File: config.mk
export PLATFORM = sky130hd
export DESIGN_NAME = dnaMatcher
export DESIGN_NICKNAME = d
export VERILOG_FILES = /design/src/common/dnaPkg.sv /design/src/hw/dnaMatcher.sv /design/src/matcher/matchControl.sv /design/src/matcher/classMembers.sv /design/src/matcher/patternStore.sv
export SDC_FILE = /design/constraint.sdc
export NUM_CORES = 1
export LEC_CHECK = 0
export ABC_CLOCK_PERIOD_IN_PS = 2110
export BUFFER_PORTS_ARGS = -buffer_cell sky130_fd_sc_hd__buf_2
export CAP_MARGIN = 20
export CORE_AREA = 2 2 218 156
export CTS_CLUSTER_DIAMETER = 100
export DETAILED_ROUTE_END_ITERATION = 8
export DIE_AREA = 0 0 220 158
export SLEW_MARGIN = 30
export SYNTH_ARGS = -nofsm -noshare
export SYNTH_HDL_FRONTEND = slang
export SYNTH_SLANG_ARGS = --single-unit
File: constraint.sdc
create_clock -name clock -period 2.11 [get_ports clock]
set_input_delay 0.1055 -clock clock [delete_from_list [all_inputs] [get_ports clock]]
set_output_delay 0.1055 -clock clock [all_outputs]
set_load 0.01 [all_outputs]
File: src/common/dnaPkg.sv
package dnaPkg;

    // Storage sizes
    localparam int PatDepth = 16;
    localparam int SeqDepth = 32;
    localparam int PatAddrW = 4;
    localparam int SeqAddrW = 5;
    localparam int SeqLenW  = 6;   // Holds 0 to SeqDepth

    // Nucleotide codes
    typedef enum logic [2:0] {
        nucA     = 3'd0,
        nucC     = 3'd1,
        nucT     = 3'd2,
        nucG     = 3'd3,
        nucOther = 3'd7
    } baseT;

    // Pattern entry opcodes
    typedef enum logic [1:0] {
        opLiteral = 2'd0,   // Single base
        opClass2  = 2'd1,   // Header of two-member class
        opClass3  = 2'd2,   // Header of three-member class
        opMember  = 2'd3    // Class member, or end marker as head
    } opT;

    // Match outcome
    typedef enum logic [1:0] {
        resFound   = 2'd0,
        resNoMatch = 2'd1,
        resError   = 2'd2
    } resultT;

    // Controller states
    typedef enum logic [3:0] {
        stIdle    = 4'd0,
        stFetch   = 4'd1,
        stDecode  = 4'd2,
        stCollect = 4'd3,
        stCompare = 4'd4,
        stReport  = 4'd5
    } stateT;

    // Only A, C, T and G count as real bases
    function automatic logic isNucleotide(baseT b);
        logic ok;
        ok = (b == nucA) || (b == nucC) || (b == nucT) || (b == nucG);
        return ok;
    endfunction

endpackage : dnaPkg
File: src/hw/dnaMatcher.sv
module dnaMatcher (
    input  logic                        clock,
    input  logic                        reset_N,
    input  logic                        patWrValid,
    output logic                        patWrReady,
    input  logic [dnaPkg::PatAddrW-1:0] patWrAddr,
    input  dnaPkg::opT                  patWrOp,
    input  dnaPkg::baseT                patWrBase,
    input  logic                        seqWrValid,
    output logic                        seqWrReady,
    input  logic [dnaPkg::SeqAddrW-1:0] seqWrAddr,
    input  dnaPkg::baseT                seqWrBase,
    input  logic                        startValid,
    output logic                        startReady,
    input  logic [dnaPkg::SeqLenW-1:0]  startLen,
    output logic                        resultValid,
    input  logic                        resultReady,
    output dnaPkg::resultT              result
);
    import dnaPkg::*;

    logic                idle;
    logic [PatAddrW-1:0] patRdAddr;
    opT                  patRdOp;
    baseT                patRdBase;
    logic [SeqAddrW-1:0] seqRdAddr;
    baseT                seqRdBase;
    logic                memberClear;
    logic                memberLoad;
    baseT                memberBase;
    baseT                memberProbe;
    logic                memberFault;
    logic                memberHit;

    patternStore i_store (
        .clock, .reset_N, .idle,
        .patWrValid, .patWrReady, .patWrAddr, .patWrOp, .patWrBase,
        .seqWrValid, .seqWrReady, .seqWrAddr, .seqWrBase,
        .patRdAddr, .patRdOp, .patRdBase,
        .seqRdAddr, .seqRdBase
    );

    classMembers i_members (
        .clock, .reset_N,
        .memberClear, .memberLoad, .memberBase, .memberProbe,
        .memberFault, .memberHit
    );

    matchControl i_control (
        .clock, .reset_N,
        .startValid, .startReady, .startLen,
        .resultValid, .resultReady, .result, .idle,
        .patRdAddr, .patRdOp, .patRdBase, .seqRdAddr, .seqRdBase,
        .memberClear, .memberLoad, .memberBase, .memberProbe,
        .memberFault, .memberHit
    );

endmodule : dnaMatcher

File: src/matcher/matchControl.sv
module matchControl (
    input  logic                        clock,
    input  logic                        reset_N,
    // Start handshake
    input  logic                        startValid,
    output logic                        startReady,
    input  logic [dnaPkg::SeqLenW-1:0]  startLen,
    // Result handshake
    output logic                        resultValid,
    input  logic                        resultReady,
    output dnaPkg::resultT              result,
    output logic                        idle,
    // Store reads
    output logic [dnaPkg::PatAddrW-1:0] patRdAddr,
    input  dnaPkg::opT                  patRdOp,
    input  dnaPkg::baseT                patRdBase,
    output logic [dnaPkg::SeqAddrW-1:0] seqRdAddr,
    input  dnaPkg::baseT                seqRdBase,
    // Member register
    output logic                        memberClear,
    output logic                        memberLoad,
    output dnaPkg::baseT                memberBase,
    output dnaPkg::baseT                memberProbe,
    input  logic                        memberFault,
    input  logic                        memberHit
);
    import dnaPkg::*;

    stateT state, nextState;

    logic [PatAddrW:0]  patIdx;    // Extra bit flags running off the end
    logic [PatAddrW:0]  patAhead;
    logic [SeqLenW-1:0] seqIdx;
    logic [SeqLenW-1:0] lenReg;
    logic [1:0]         remain;    // Class members still to collect
    resultT             resReg;
    resultT             nextRes;

    logic startFire;
    logic patStep;
    logic seqStep;
    logic loadRemain;
    logic seqExhausted;

    assign startFire    = startValid && startReady;
    assign patAhead     = patIdx + 1'b1;
    assign seqExhausted = (seqIdx == lenReg);

    assign idle        = (state == stIdle);
    assign startReady  = idle;
    assign resultValid = (state == stReport);
    assign result      = resReg;

    // Decode and collect look one entry ahead so members stream in
    assign patRdAddr = (state == stDecode || state == stCollect) ?
                       patAhead[PatAddrW-1:0] : patIdx[PatAddrW-1:0];
    assign seqRdAddr = seqIdx[SeqAddrW-1:0];

    assign memberBase  = patRdBase;
    assign memberProbe = seqRdBase;

    always_comb begin
        nextState   = state;
        nextRes     = resReg;
        patStep     = 1'b0;
        seqStep     = 1'b0;
        memberClear = 1'b0;
        memberLoad  = 1'b0;
        loadRemain  = 1'b0;
        unique case (state)
            stIdle: begin
                if (startFire) nextState = stFetch;
            end
            stFetch: begin
                if (patIdx[PatAddrW]) begin   // No end marker in pattern
                    nextRes   = resError;
                    nextState = stReport;
                end else begin
                    nextState = stDecode;
                end
            end
            stDecode: begin
                case (patRdOp)
                    opLiteral: begin
                        nextState = stReport;
                        if (!isNucleotide(patRdBase)) begin
                            nextRes = resError;
                        end else if (seqExhausted) begin
                            nextRes = resNoMatch;
                        end else if (patRdBase == seqRdBase) begin
                            patStep   = 1'b1;
                            seqStep   = 1'b1;
                            nextState = stFetch;
                        end else begin
                            nextRes = resNoMatch;
                        end
                    end
                    opClass2, opClass3: begin
                        memberClear = 1'b1;   // Header carries first member
                        memberLoad  = 1'b1;
                        loadRemain  = 1'b1;
                        patStep     = 1'b1;
                        nextState   = stCollect;
                    end
                    default: begin
                        nextRes   = (patRdBase == nucOther) ? resFound : resError;
                        nextState = stReport;
                    end
                endcase
            end
            stCollect: begin
                if (patIdx[PatAddrW] || patRdOp != opMember) begin
                    nextRes   = resError;
                    nextState = stReport;
                end else begin
                    memberLoad = 1'b1;
                    patStep    = 1'b1;
                    nextState  = (remain == 2'd1) ? stCompare : stCollect;
                end
            end
            stCompare: begin
                nextState = stReport;
                if (memberFault) begin
                    nextRes = resError;
                end else if (seqExhausted) begin
                    nextRes = resNoMatch;
                end else if (memberHit) begin
                    seqStep   = 1'b1;
                    nextState = stFetch;
                end else begin
                    nextRes = resNoMatch;
                end
            end
            stReport: begin
                if (resultReady) nextState = stIdle;   // Held until accepted
            end
            default: nextState = stIdle;
        endcase
    end

    always_ff @(posedge clock) begin
        if (!reset_N) begin
            state  <= stIdle;
            patIdx <= '0;
            seqIdx <= '0;
            remain <= '0;
        end else begin
            state <= nextState;
            if (startFire) begin
                patIdx <= '0;
                seqIdx <= '0;
            end else begin
                if (patStep) patIdx <= patAhead;
                if (seqStep) seqIdx <= seqIdx + 1'b1;
            end
            if (loadRemain) begin
                remain <= (patRdOp == opClass3) ? 2'd2 : 2'd1;
            end else if (memberLoad) begin
                remain <= remain - 1'b1;
            end
        end
    end

    always_ff @(posedge clock) begin
        if (startFire) lenReg <= startLen;
        resReg <= nextRes;
    end

endmodule : matchControl

File: src/matcher/classMembers.sv
module classMembers (
    input  logic         clock,
    input  logic         reset_N,
    input  logic         memberClear,
    input  logic         memberLoad,
    input  dnaPkg::baseT memberBase,
    input  dnaPkg::baseT memberProbe,
    output logic         memberFault,
    output logic         memberHit
);
    import dnaPkg::*;

    logic [3:0] present;     // One flag per base A, C, T, G
    logic       badMember;   // Sticky, duplicate or non-ACGT seen
    logic [1:0] loadIdx;
    logic [1:0] probeIdx;
    logic       alreadySeen;

    assign loadIdx  = memberBase[1:0];
    assign probeIdx = memberProbe[1:0];

    // A clear in the same cycle empties the set before this load
    assign alreadySeen = present[loadIdx] && !memberClear;

    always_ff @(posedge clock) begin
        if (!reset_N) begin
            present   <= '0;
            badMember <= 1'b0;
        end else begin
            if (memberClear) begin
                present   <= '0;
                badMember <= 1'b0;
            end
            if (memberLoad) begin
                if (!isNucleotide(memberBase) || alreadySeen) begin
                    badMember <= 1'b1;
                end else begin
                    present[loadIdx] <= 1'b1;
                end
            end
        end
    end

    assign memberFault = badMember;

    // Probe of "other" never hits
    assign memberHit = isNucleotide(memberProbe) && present[probeIdx];

endmodule : classMembers

File: src/matcher/patternStore.sv
module patternStore (
    input  logic                        clock,
    input  logic                        reset_N,
    input  logic                        idle,
    // Host pattern write
    input  logic                        patWrValid,
    output logic                        patWrReady,
    input  logic [dnaPkg::PatAddrW-1:0] patWrAddr,
    input  dnaPkg::opT                  patWrOp,
    input  dnaPkg::baseT                patWrBase,
    // Host sequence write
    input  logic                        seqWrValid,
    output logic                        seqWrReady,
    input  logic [dnaPkg::SeqAddrW-1:0] seqWrAddr,
    input  dnaPkg::baseT                seqWrBase,
    // Controller reads
    input  logic [dnaPkg::PatAddrW-1:0] patRdAddr,
    output dnaPkg::opT                  patRdOp,
    output dnaPkg::baseT                patRdBase,
    input  logic [dnaPkg::SeqAddrW-1:0] seqRdAddr,
    output dnaPkg::baseT                seqRdBase
);
    import dnaPkg::*;

    opT   patOpMem   [PatDepth];
    baseT patBaseMem [PatDepth];
    baseT seqMem     [SeqDepth];

    logic patWrFire;
    logic seqWrFire;

    // Host may only write while no match is running
    assign patWrReady = idle;
    assign seqWrReady = idle;

    assign patWrFire = patWrValid && patWrReady;
    assign seqWrFire = seqWrValid && seqWrReady;

    always_ff @(posedge clock) begin
        if (patWrFire) begin
            patOpMem[patWrAddr]   <= patWrOp;
            patBaseMem[patWrAddr] <= patWrBase;
        end
        if (seqWrFire) begin
            seqMem[seqWrAddr] <= seqWrBase;
        end
    end

    // Registered read ports
    always_ff @(posedge clock) begin
        if (!reset_N) begin
            patRdOp   <= opLiteral;
            patRdBase <= nucOther;
            seqRdBase <= nucOther;
        end else begin
            patRdOp   <= patOpMem[patRdAddr];
            patRdBase <= patBaseMem[patRdAddr];
            seqRdBase <= seqMem[seqRdAddr];
        end
    end

endmodule : patternStore

After elaboration in Yosys (flattened, before gate mapping)
Memories as Yosys holds them, arrays and structs flattened. A register that Yosys moved wholly into a read port is not among the register bits.
Cells that the tools add are included.
Word-level totals
  register bits: 30
  RAM bits: 176
  input bits: 29
  output and inout bits: 6
  word-level logic and storage cells: 133
  memories: 3
Memories
  i_store.seqMem: depth 32, bits a word 3, read ports 1, clocked after Yosys merged registers in 1, wr ports 1, line patternStore.sv:27  | baseT seqMem [SeqDepth];
  i_store.patBaseMem: depth 16, bits a word 3, read ports 1, clocked after Yosys merged registers in 1, wr ports 1, line patternStore.sv:26  | baseT patBaseMem [PatDepth];
  i_store.patOpMem: depth 16, bits a word 2, read ports 1, clocked after Yosys merged registers in 1, wr ports 1, line patternStore.sv:25  | opT patOpMem [PatDepth];
Operators by class
  add/subtract/negate cells: 3
  $lt $le $gt $ge: 3
  equal/unequal tests: 25
  muxes and demuxes: 59
  bitwise operators: 2
  reduce and logical (&&, ||, !) cells: 30
Operators with widths (number)
  two-way mux 4 bit: 12
  two-way mux 2 bit: 12
  one-hot mux 4 bit (6 select lines): 1
  two-way mux 1 bit: 20
  == test 3 x 2 -> 1 bit (second input constant): 4
  two-way mux 3 bit: 4
  logical OR 1 bit: 9
  == test 4 x 2 -> 1 bit (second input constant): 2
  == test 4 x 3 -> 1 bit (second input constant): 2
  inequality test 2 bit (second input constant): 4
  one-hot mux 1 bit (2 select lines): 4
  one-hot mux 2 bit (4 select lines): 1
  one-hot mux 4 bit (2 select lines): 1
  adder 6 x 1 -> 6 bit (second input constant): 1
  == test 3 x 1 -> 1 bit (second input constant): 2
  == test 6 bit: 1
  logical AND 1 bit: 6
  zero test 3 bit: 2
  < comparator 2 x 3 -> 1 bit (second input constant): 2
  AND reduction 6 bit: 1
  adder 5 x 1 -> 5 bit (second input constant): 1
  zero test 1 bit: 5
  inequality test 5 x 4 -> 1 bit (second input constant): 1
  binary-select mux 1 bit (select 2 bit): 2
  19 further kinds: 22

Logic depth before layout (Yosys ltp)
  word-level depth: 9
  depth in mapped cells: 9
  gate-level depth less buffers: 8

Cells and area by module
A second synthesis with hierarchy kept.
Second synthesis, totals
  cells, all modules: 615
  area, all modules: 9202.6 sq um
By module, submodules not included
  patternStore: times used 1, cells each 398, area each 7284.5 sq um, seq. area each 5445.2 sq um
  matchControl: times used 1, cells each 189, area each 1631.6 sq um, seq. area each 560.5 sq um
  classMembers: times used 1, cells each 28, area each 286.5 sq um, seq. area each 100.1 sq um

Least setup slack after synthesis
Ideal clock, no wire load.
  path type: register to register
  start point: reg i_control.state[0]
  end point: mem i_store.patBaseMem[0][0] in the netlist's numbering (enable)
  setup time: 374 ps
  arrival time: 1688 ps
  required time: 1736 ps
  path slack: 49 ps
  cell stages (with the launch flop): 5
  buffers on the path: 0
  period minus slack after synthesis: 2061 ps
  cell sequence: dfxtp_1 -> nor3_2 -> nand2_1 -> or3_1 -> nor3_1
On the way
  longest elaborated chain between the ends: 4
RTL lines
  start: declaration: line matchControl.sv:29  | stateT state, nextState;
  start signal: assignment: line matchControl.sv:143  | state <= stIdle;
  start signal: assignment: line matchControl.sv:148  | state <= nextState;
  zero test 4 bit: line matchControl.sv:49  | assign idle = (state == stIdle);
  net patWrReady: line dnaMatcher.sv:5  | output logic patWrReady,
  logical AND 1 bit: line patternStore.sv:36  | assign patWrFire = patWrValid && patWrReady;
  two-way mux 1 bit: line patternStore.sv:40  | if (patWrFire) begin
  two-way mux 1 bit (not written as such): line patternStore.sv:42  | patBaseMem[patWrAddr] <= patWrBase;
  end: declaration: line patternStore.sv:26
The timed path passes the listed nets, and every way through them passes these cells.

Worst setup path after layout
  start point: reg i_store.seqRdBase[0] (read register of i_store.seqMem)
  end point: reg i_control.resReg[1] (netlist: i_control.result[1]) (enable)
On the way
  longest elaborated chain between the ends: 7
  elaborated cells on any way between the ends: 14
  those cells by class: eq/ne (6); mux (2); reduce/logical (6)
RTL lines
  start: declaration: line patternStore.sv:21  | output dnaPkg::baseT seqRdBase
  == test 3 x 1 -> 1 bit / zero test 3 bit (equally long branches): line dnaPkg.sv:47  | ok = (b == nucA) || (b == nucC) || (b == nucT) || (b == nucG);
  logical OR 1 bit (3 in series): line dnaPkg.sv:47
  logical AND 1 bit: line classMembers.sv:47  | assign memberHit = isNucleotide(memberProbe) && present[probeIdx];
  inequality test 4 bit (no line)
  AND reduction 6 bit (no line) *
  end signal: assignment: line matchControl.sv:166  | resReg <= nextRes;
  end: declaration: line matchControl.sv:36  | resultT resReg;
Mark *: on every way between the ends. The rest lies on a longest branch, timed or not. The select of a mux whose other input is x is not followed.
A chain may end at the register's enable or synchronous reset.

==> results_dict.tcl <==
set metrics [dict create \
    start_util_pct 27.5 \
    worstHoldStart "patWrOp[1]" \
    power_density_nw_per_um2 1010 \
    drt_iter0_markers 442 \
    synth_area_um2 9020 \
    slew_headroom_pct 60.9 \
    final_layout_size_suffix_gt1_share_pct 23.4 \
    ios 35 \
    critPathMaxFanout 8 \
    clk_pin_slew_ns 0.06 \
    reg2reg_depth 5 \
    final_common_cell "edfxtp_1" \
    fin_setup_tns_ns 0 \
    fin_crit_ns 2.03 \
    final-hold-violation-count 0 \
    synth-async-reset-ratio_pct 0 \
    yosys.area.top_type "edfxtp_1" \
    cp_cell_sequence "mux4_2, and3_1, o22ai_4, buf_4, o21a_1" \
    drt-total-wl_um 20100 \
    hp-class "in -> reg" \
    port_buffers 34 \
    required_ns 2.33 \
    first_global_vias 5251 \
    vias 5442 \
    drt_first_pass_iters 7 \
    path_delay_family "multiplexers" \
    cp.arrival_ns 2.25 \
    synth_area_leaders "edfxtp_1, mux4_2, dfxtp_1" \
    rrSetupSlack_ns 0.08 \
    gp_congestion 0.771 \
    post-route-period-util_pct 96.2 \
    insertedDiodeCount 0 \
    timing.rr.start "i_store.seqRdBase[0]" \
    grt_pass1_wl_um 31100 \
    cpPeakStageDelay_ns 0.54 \
    core.rowCount 56 \
    skew_ns 0.0119 \
    ys_seq_area_share_pct 67.7 \
    peakVddDrop_v 0.000623 \
    ant_nets 0 \
    grt_max_degree 33 \
    synth_edf_count 184 \
    clk_latency_ns 0.51 \
    drv_cap 0 \
    crit_buf_inv 1 \
    holdPathEnd "i_store.patOpMem[8][1]" \
    final_cell_mix "edfxtp_1, nand2_1, nor2_1" \
    fillers 3213 \
    drv_slew 0 \
    clock.fmax_mhz 493 \
    crit_path_start_kind "flip-flop" \
    critPathCaptureType "flip-flop" \
    finalSetupViolCount 0 \
    criticalPathCategory "reg -> reg" \
    syn_to_final_growth_pct 21.9 \
    fin_nets 762 \
    yosysTopAreaCellShare_pct 61.3 \
    syn_area_per_cell_um2 14.1 \
    place_inst 1124 \
    finalPower_mw 11.1 \
    stdcell_count 1179 \
    cts_root_buffer "clkbuf_16" \
    tightest_slew_ns 0.586 \
    wl_per_cell_um 17.0 \
    htree_levels 1 \
    synthFlopType "edfxtp_1" \
    clk_path_buf_depth 3 \
    cpMaxStageDelayCell "mux4_2" \
    r2r-end "i_control.result[1]" \
    synthDistinctLibCells 54 \
    cts_tree "built" \
    routed_via_density 4.62 \
    p_leak_nw 3.77 \
    cts_sinks 213 \
    drc 0 \
    outcome "completed" \
    yosysWarningCount 0 \
    die_w_um 220 \
    syn-num-nets 674 \
    ys_ff_latch 213 \
    detailed_place_hpwl_um 13600 \
    rsz0062_at_grt "no" \
    numCtsBuffers 24 \
    core_area_um2 32800 \
    dieHeight_um 158 \
    hold_path_depth 1 \
    grt_usage_pct 11.6 \
    gr-total-overflow 0 \
    dieArea_um2 34800 \
    synthCells 638 \
    antenna_found_initial 0 \
]
power by group:
group          switching (mW)  internal [mW]
Sequential              0.129           4.78
Clock                    1.63           2.46
Combinational            1.21          0.913
Total                    2.97           8.16
metrics by stage:
step	hold WS, ns	cell area [um2]	setup slack (ns)	util, %
finish	0.0112	11000	0.0806	33.5
global placement	0.285	10000	0.117	30.6
detailed placement	0.285	10000	0.0690	30.6
global route	0.00449	11000	0.0158	33.5
CTS	0.00849	10900	0.0370	33.3
floorplan	0.204	9020	0.0488	-
cell type report:
| class | instances | area (um2) | area share (%) |
|---|---|---|---|
| clock buffer | 32 | 662 | 6.02 |
| clock inverter | 12 | 125 | 1.14 |
| inverter | 10 | 37.5 | 0.341 |
| multi-input combinational | 380 | 2770 | 25.2 |
| sequential | 213 | 6110 | 55.6 |
| tap | 435 | 544 | 4.95 |
| timing repair buffer | 97 | 743 | 6.76 |
cells by family after synthesis:
| kind of cell | count (synthesis) | synth area share (%) |
|---|---|---|
| AOI/OAI and AO/OA | 77 | 6.12 |
| xor gates and xnor gates | 17 | 1.86 |
| adders and majority gates | 7 | 0.971 |
| buffers and inverters | 45 | 2.30 |
| DFF | 213 | 67.7 |
| muxes | 50 | 9.16 |
| and+or+nand+nor | 229 | 11.9 |
state kept, by name, summed over array words and instances (netlist names):
signal and flops:
i_control.lenReg 6, i_store.seqRdBase 3, i_control.result 2, i_store.patRdOp 2, i_store.seqMem 96, i_control.patIdx 5, i_store.patRdBase 3, i_control.seqIdx 6
i_store.patOpMem 32, i_members.memberFault 1, i_members.present 4, i_control.remain 2, i_control.state 3, i_store.patBaseMem 48
per-layer routing:
layer	GRT usage (%)	vias to the layer above	share of wire (%)
li1	-	2590	-
met1	17.6	2696	50
met2	16.9	132	42
met3	2.32	24	6.3
met4	2.78	0	1.5
met5	0	-	0
synth_stat cells, types with 3 or more instances:
| library cell | count |
|---|---|
| a211oi_1 | 6 |
| or3_1 | 6 |
| edfxtp_1 | 184 |
| buf_4 | 8 |
| a221oi_1 | 4 |
| dfxtp_1 | 29 |
| nand3_1 | 21 |
| inv_1 | 10 |
| xnor2_1 | 10 |
| a32oi_1 | 14 |
| o21ai_1 | 4 |
| nand4_1 | 6 |
| clkbuf_1 | 17 |
| mux4_2 | 26 |
| nor2_1 | 72 |
| nor3_1 | 9 |
| xor2_1 | 6 |
| nand2b_1 | 12 |
| a22o_1 | 3 |
| a21oi_1 | 17 |
| ha_1 | 7 |
| o21ai_0 | 5 |
| nor2b_1 | 10 |
| a311oi_1 | 3 |
| mux2i_1 | 24 |
| buf_2 | 6 |
| a31oi_1 | 8 |
| nand2_1 | 77 |
| buf_1 | 3 |
what timing repair did:
item                                    4_1_cts  5_1_grt
gates resized for setup                       0       15
endpoints found under the setup margin        0       10
endpoints found under the hold margin        37        0
setup buffers                                 0        1
hold buffers                                 10        0
how the worst max path moves through the flow:
stage | start | end | slack [ns] | depth (start not counted)
floorplan | i_control.state[0] | i_store.patBaseMem[0][0] | 0.05 | 4
global placement | i_store.patRdOp[0] | i_control.seqIdx[4] | 0.12 | 7
detailed placement | i_store.patRdOp[0] | i_control.seqIdx[3] | 0.07 | 7
CTS | i_store.patRdOp[0] | i_control.seqIdx[3] | 0.04 | 7
global route | i_control.patIdx[0] | i_store.patRdBase[1] | 0.02 | 7
finish | i_store.seqRdBase[0] | i_control.result[1] | 0.08 | 5
No activity file was read; power rests on OpenSTA's default activity.
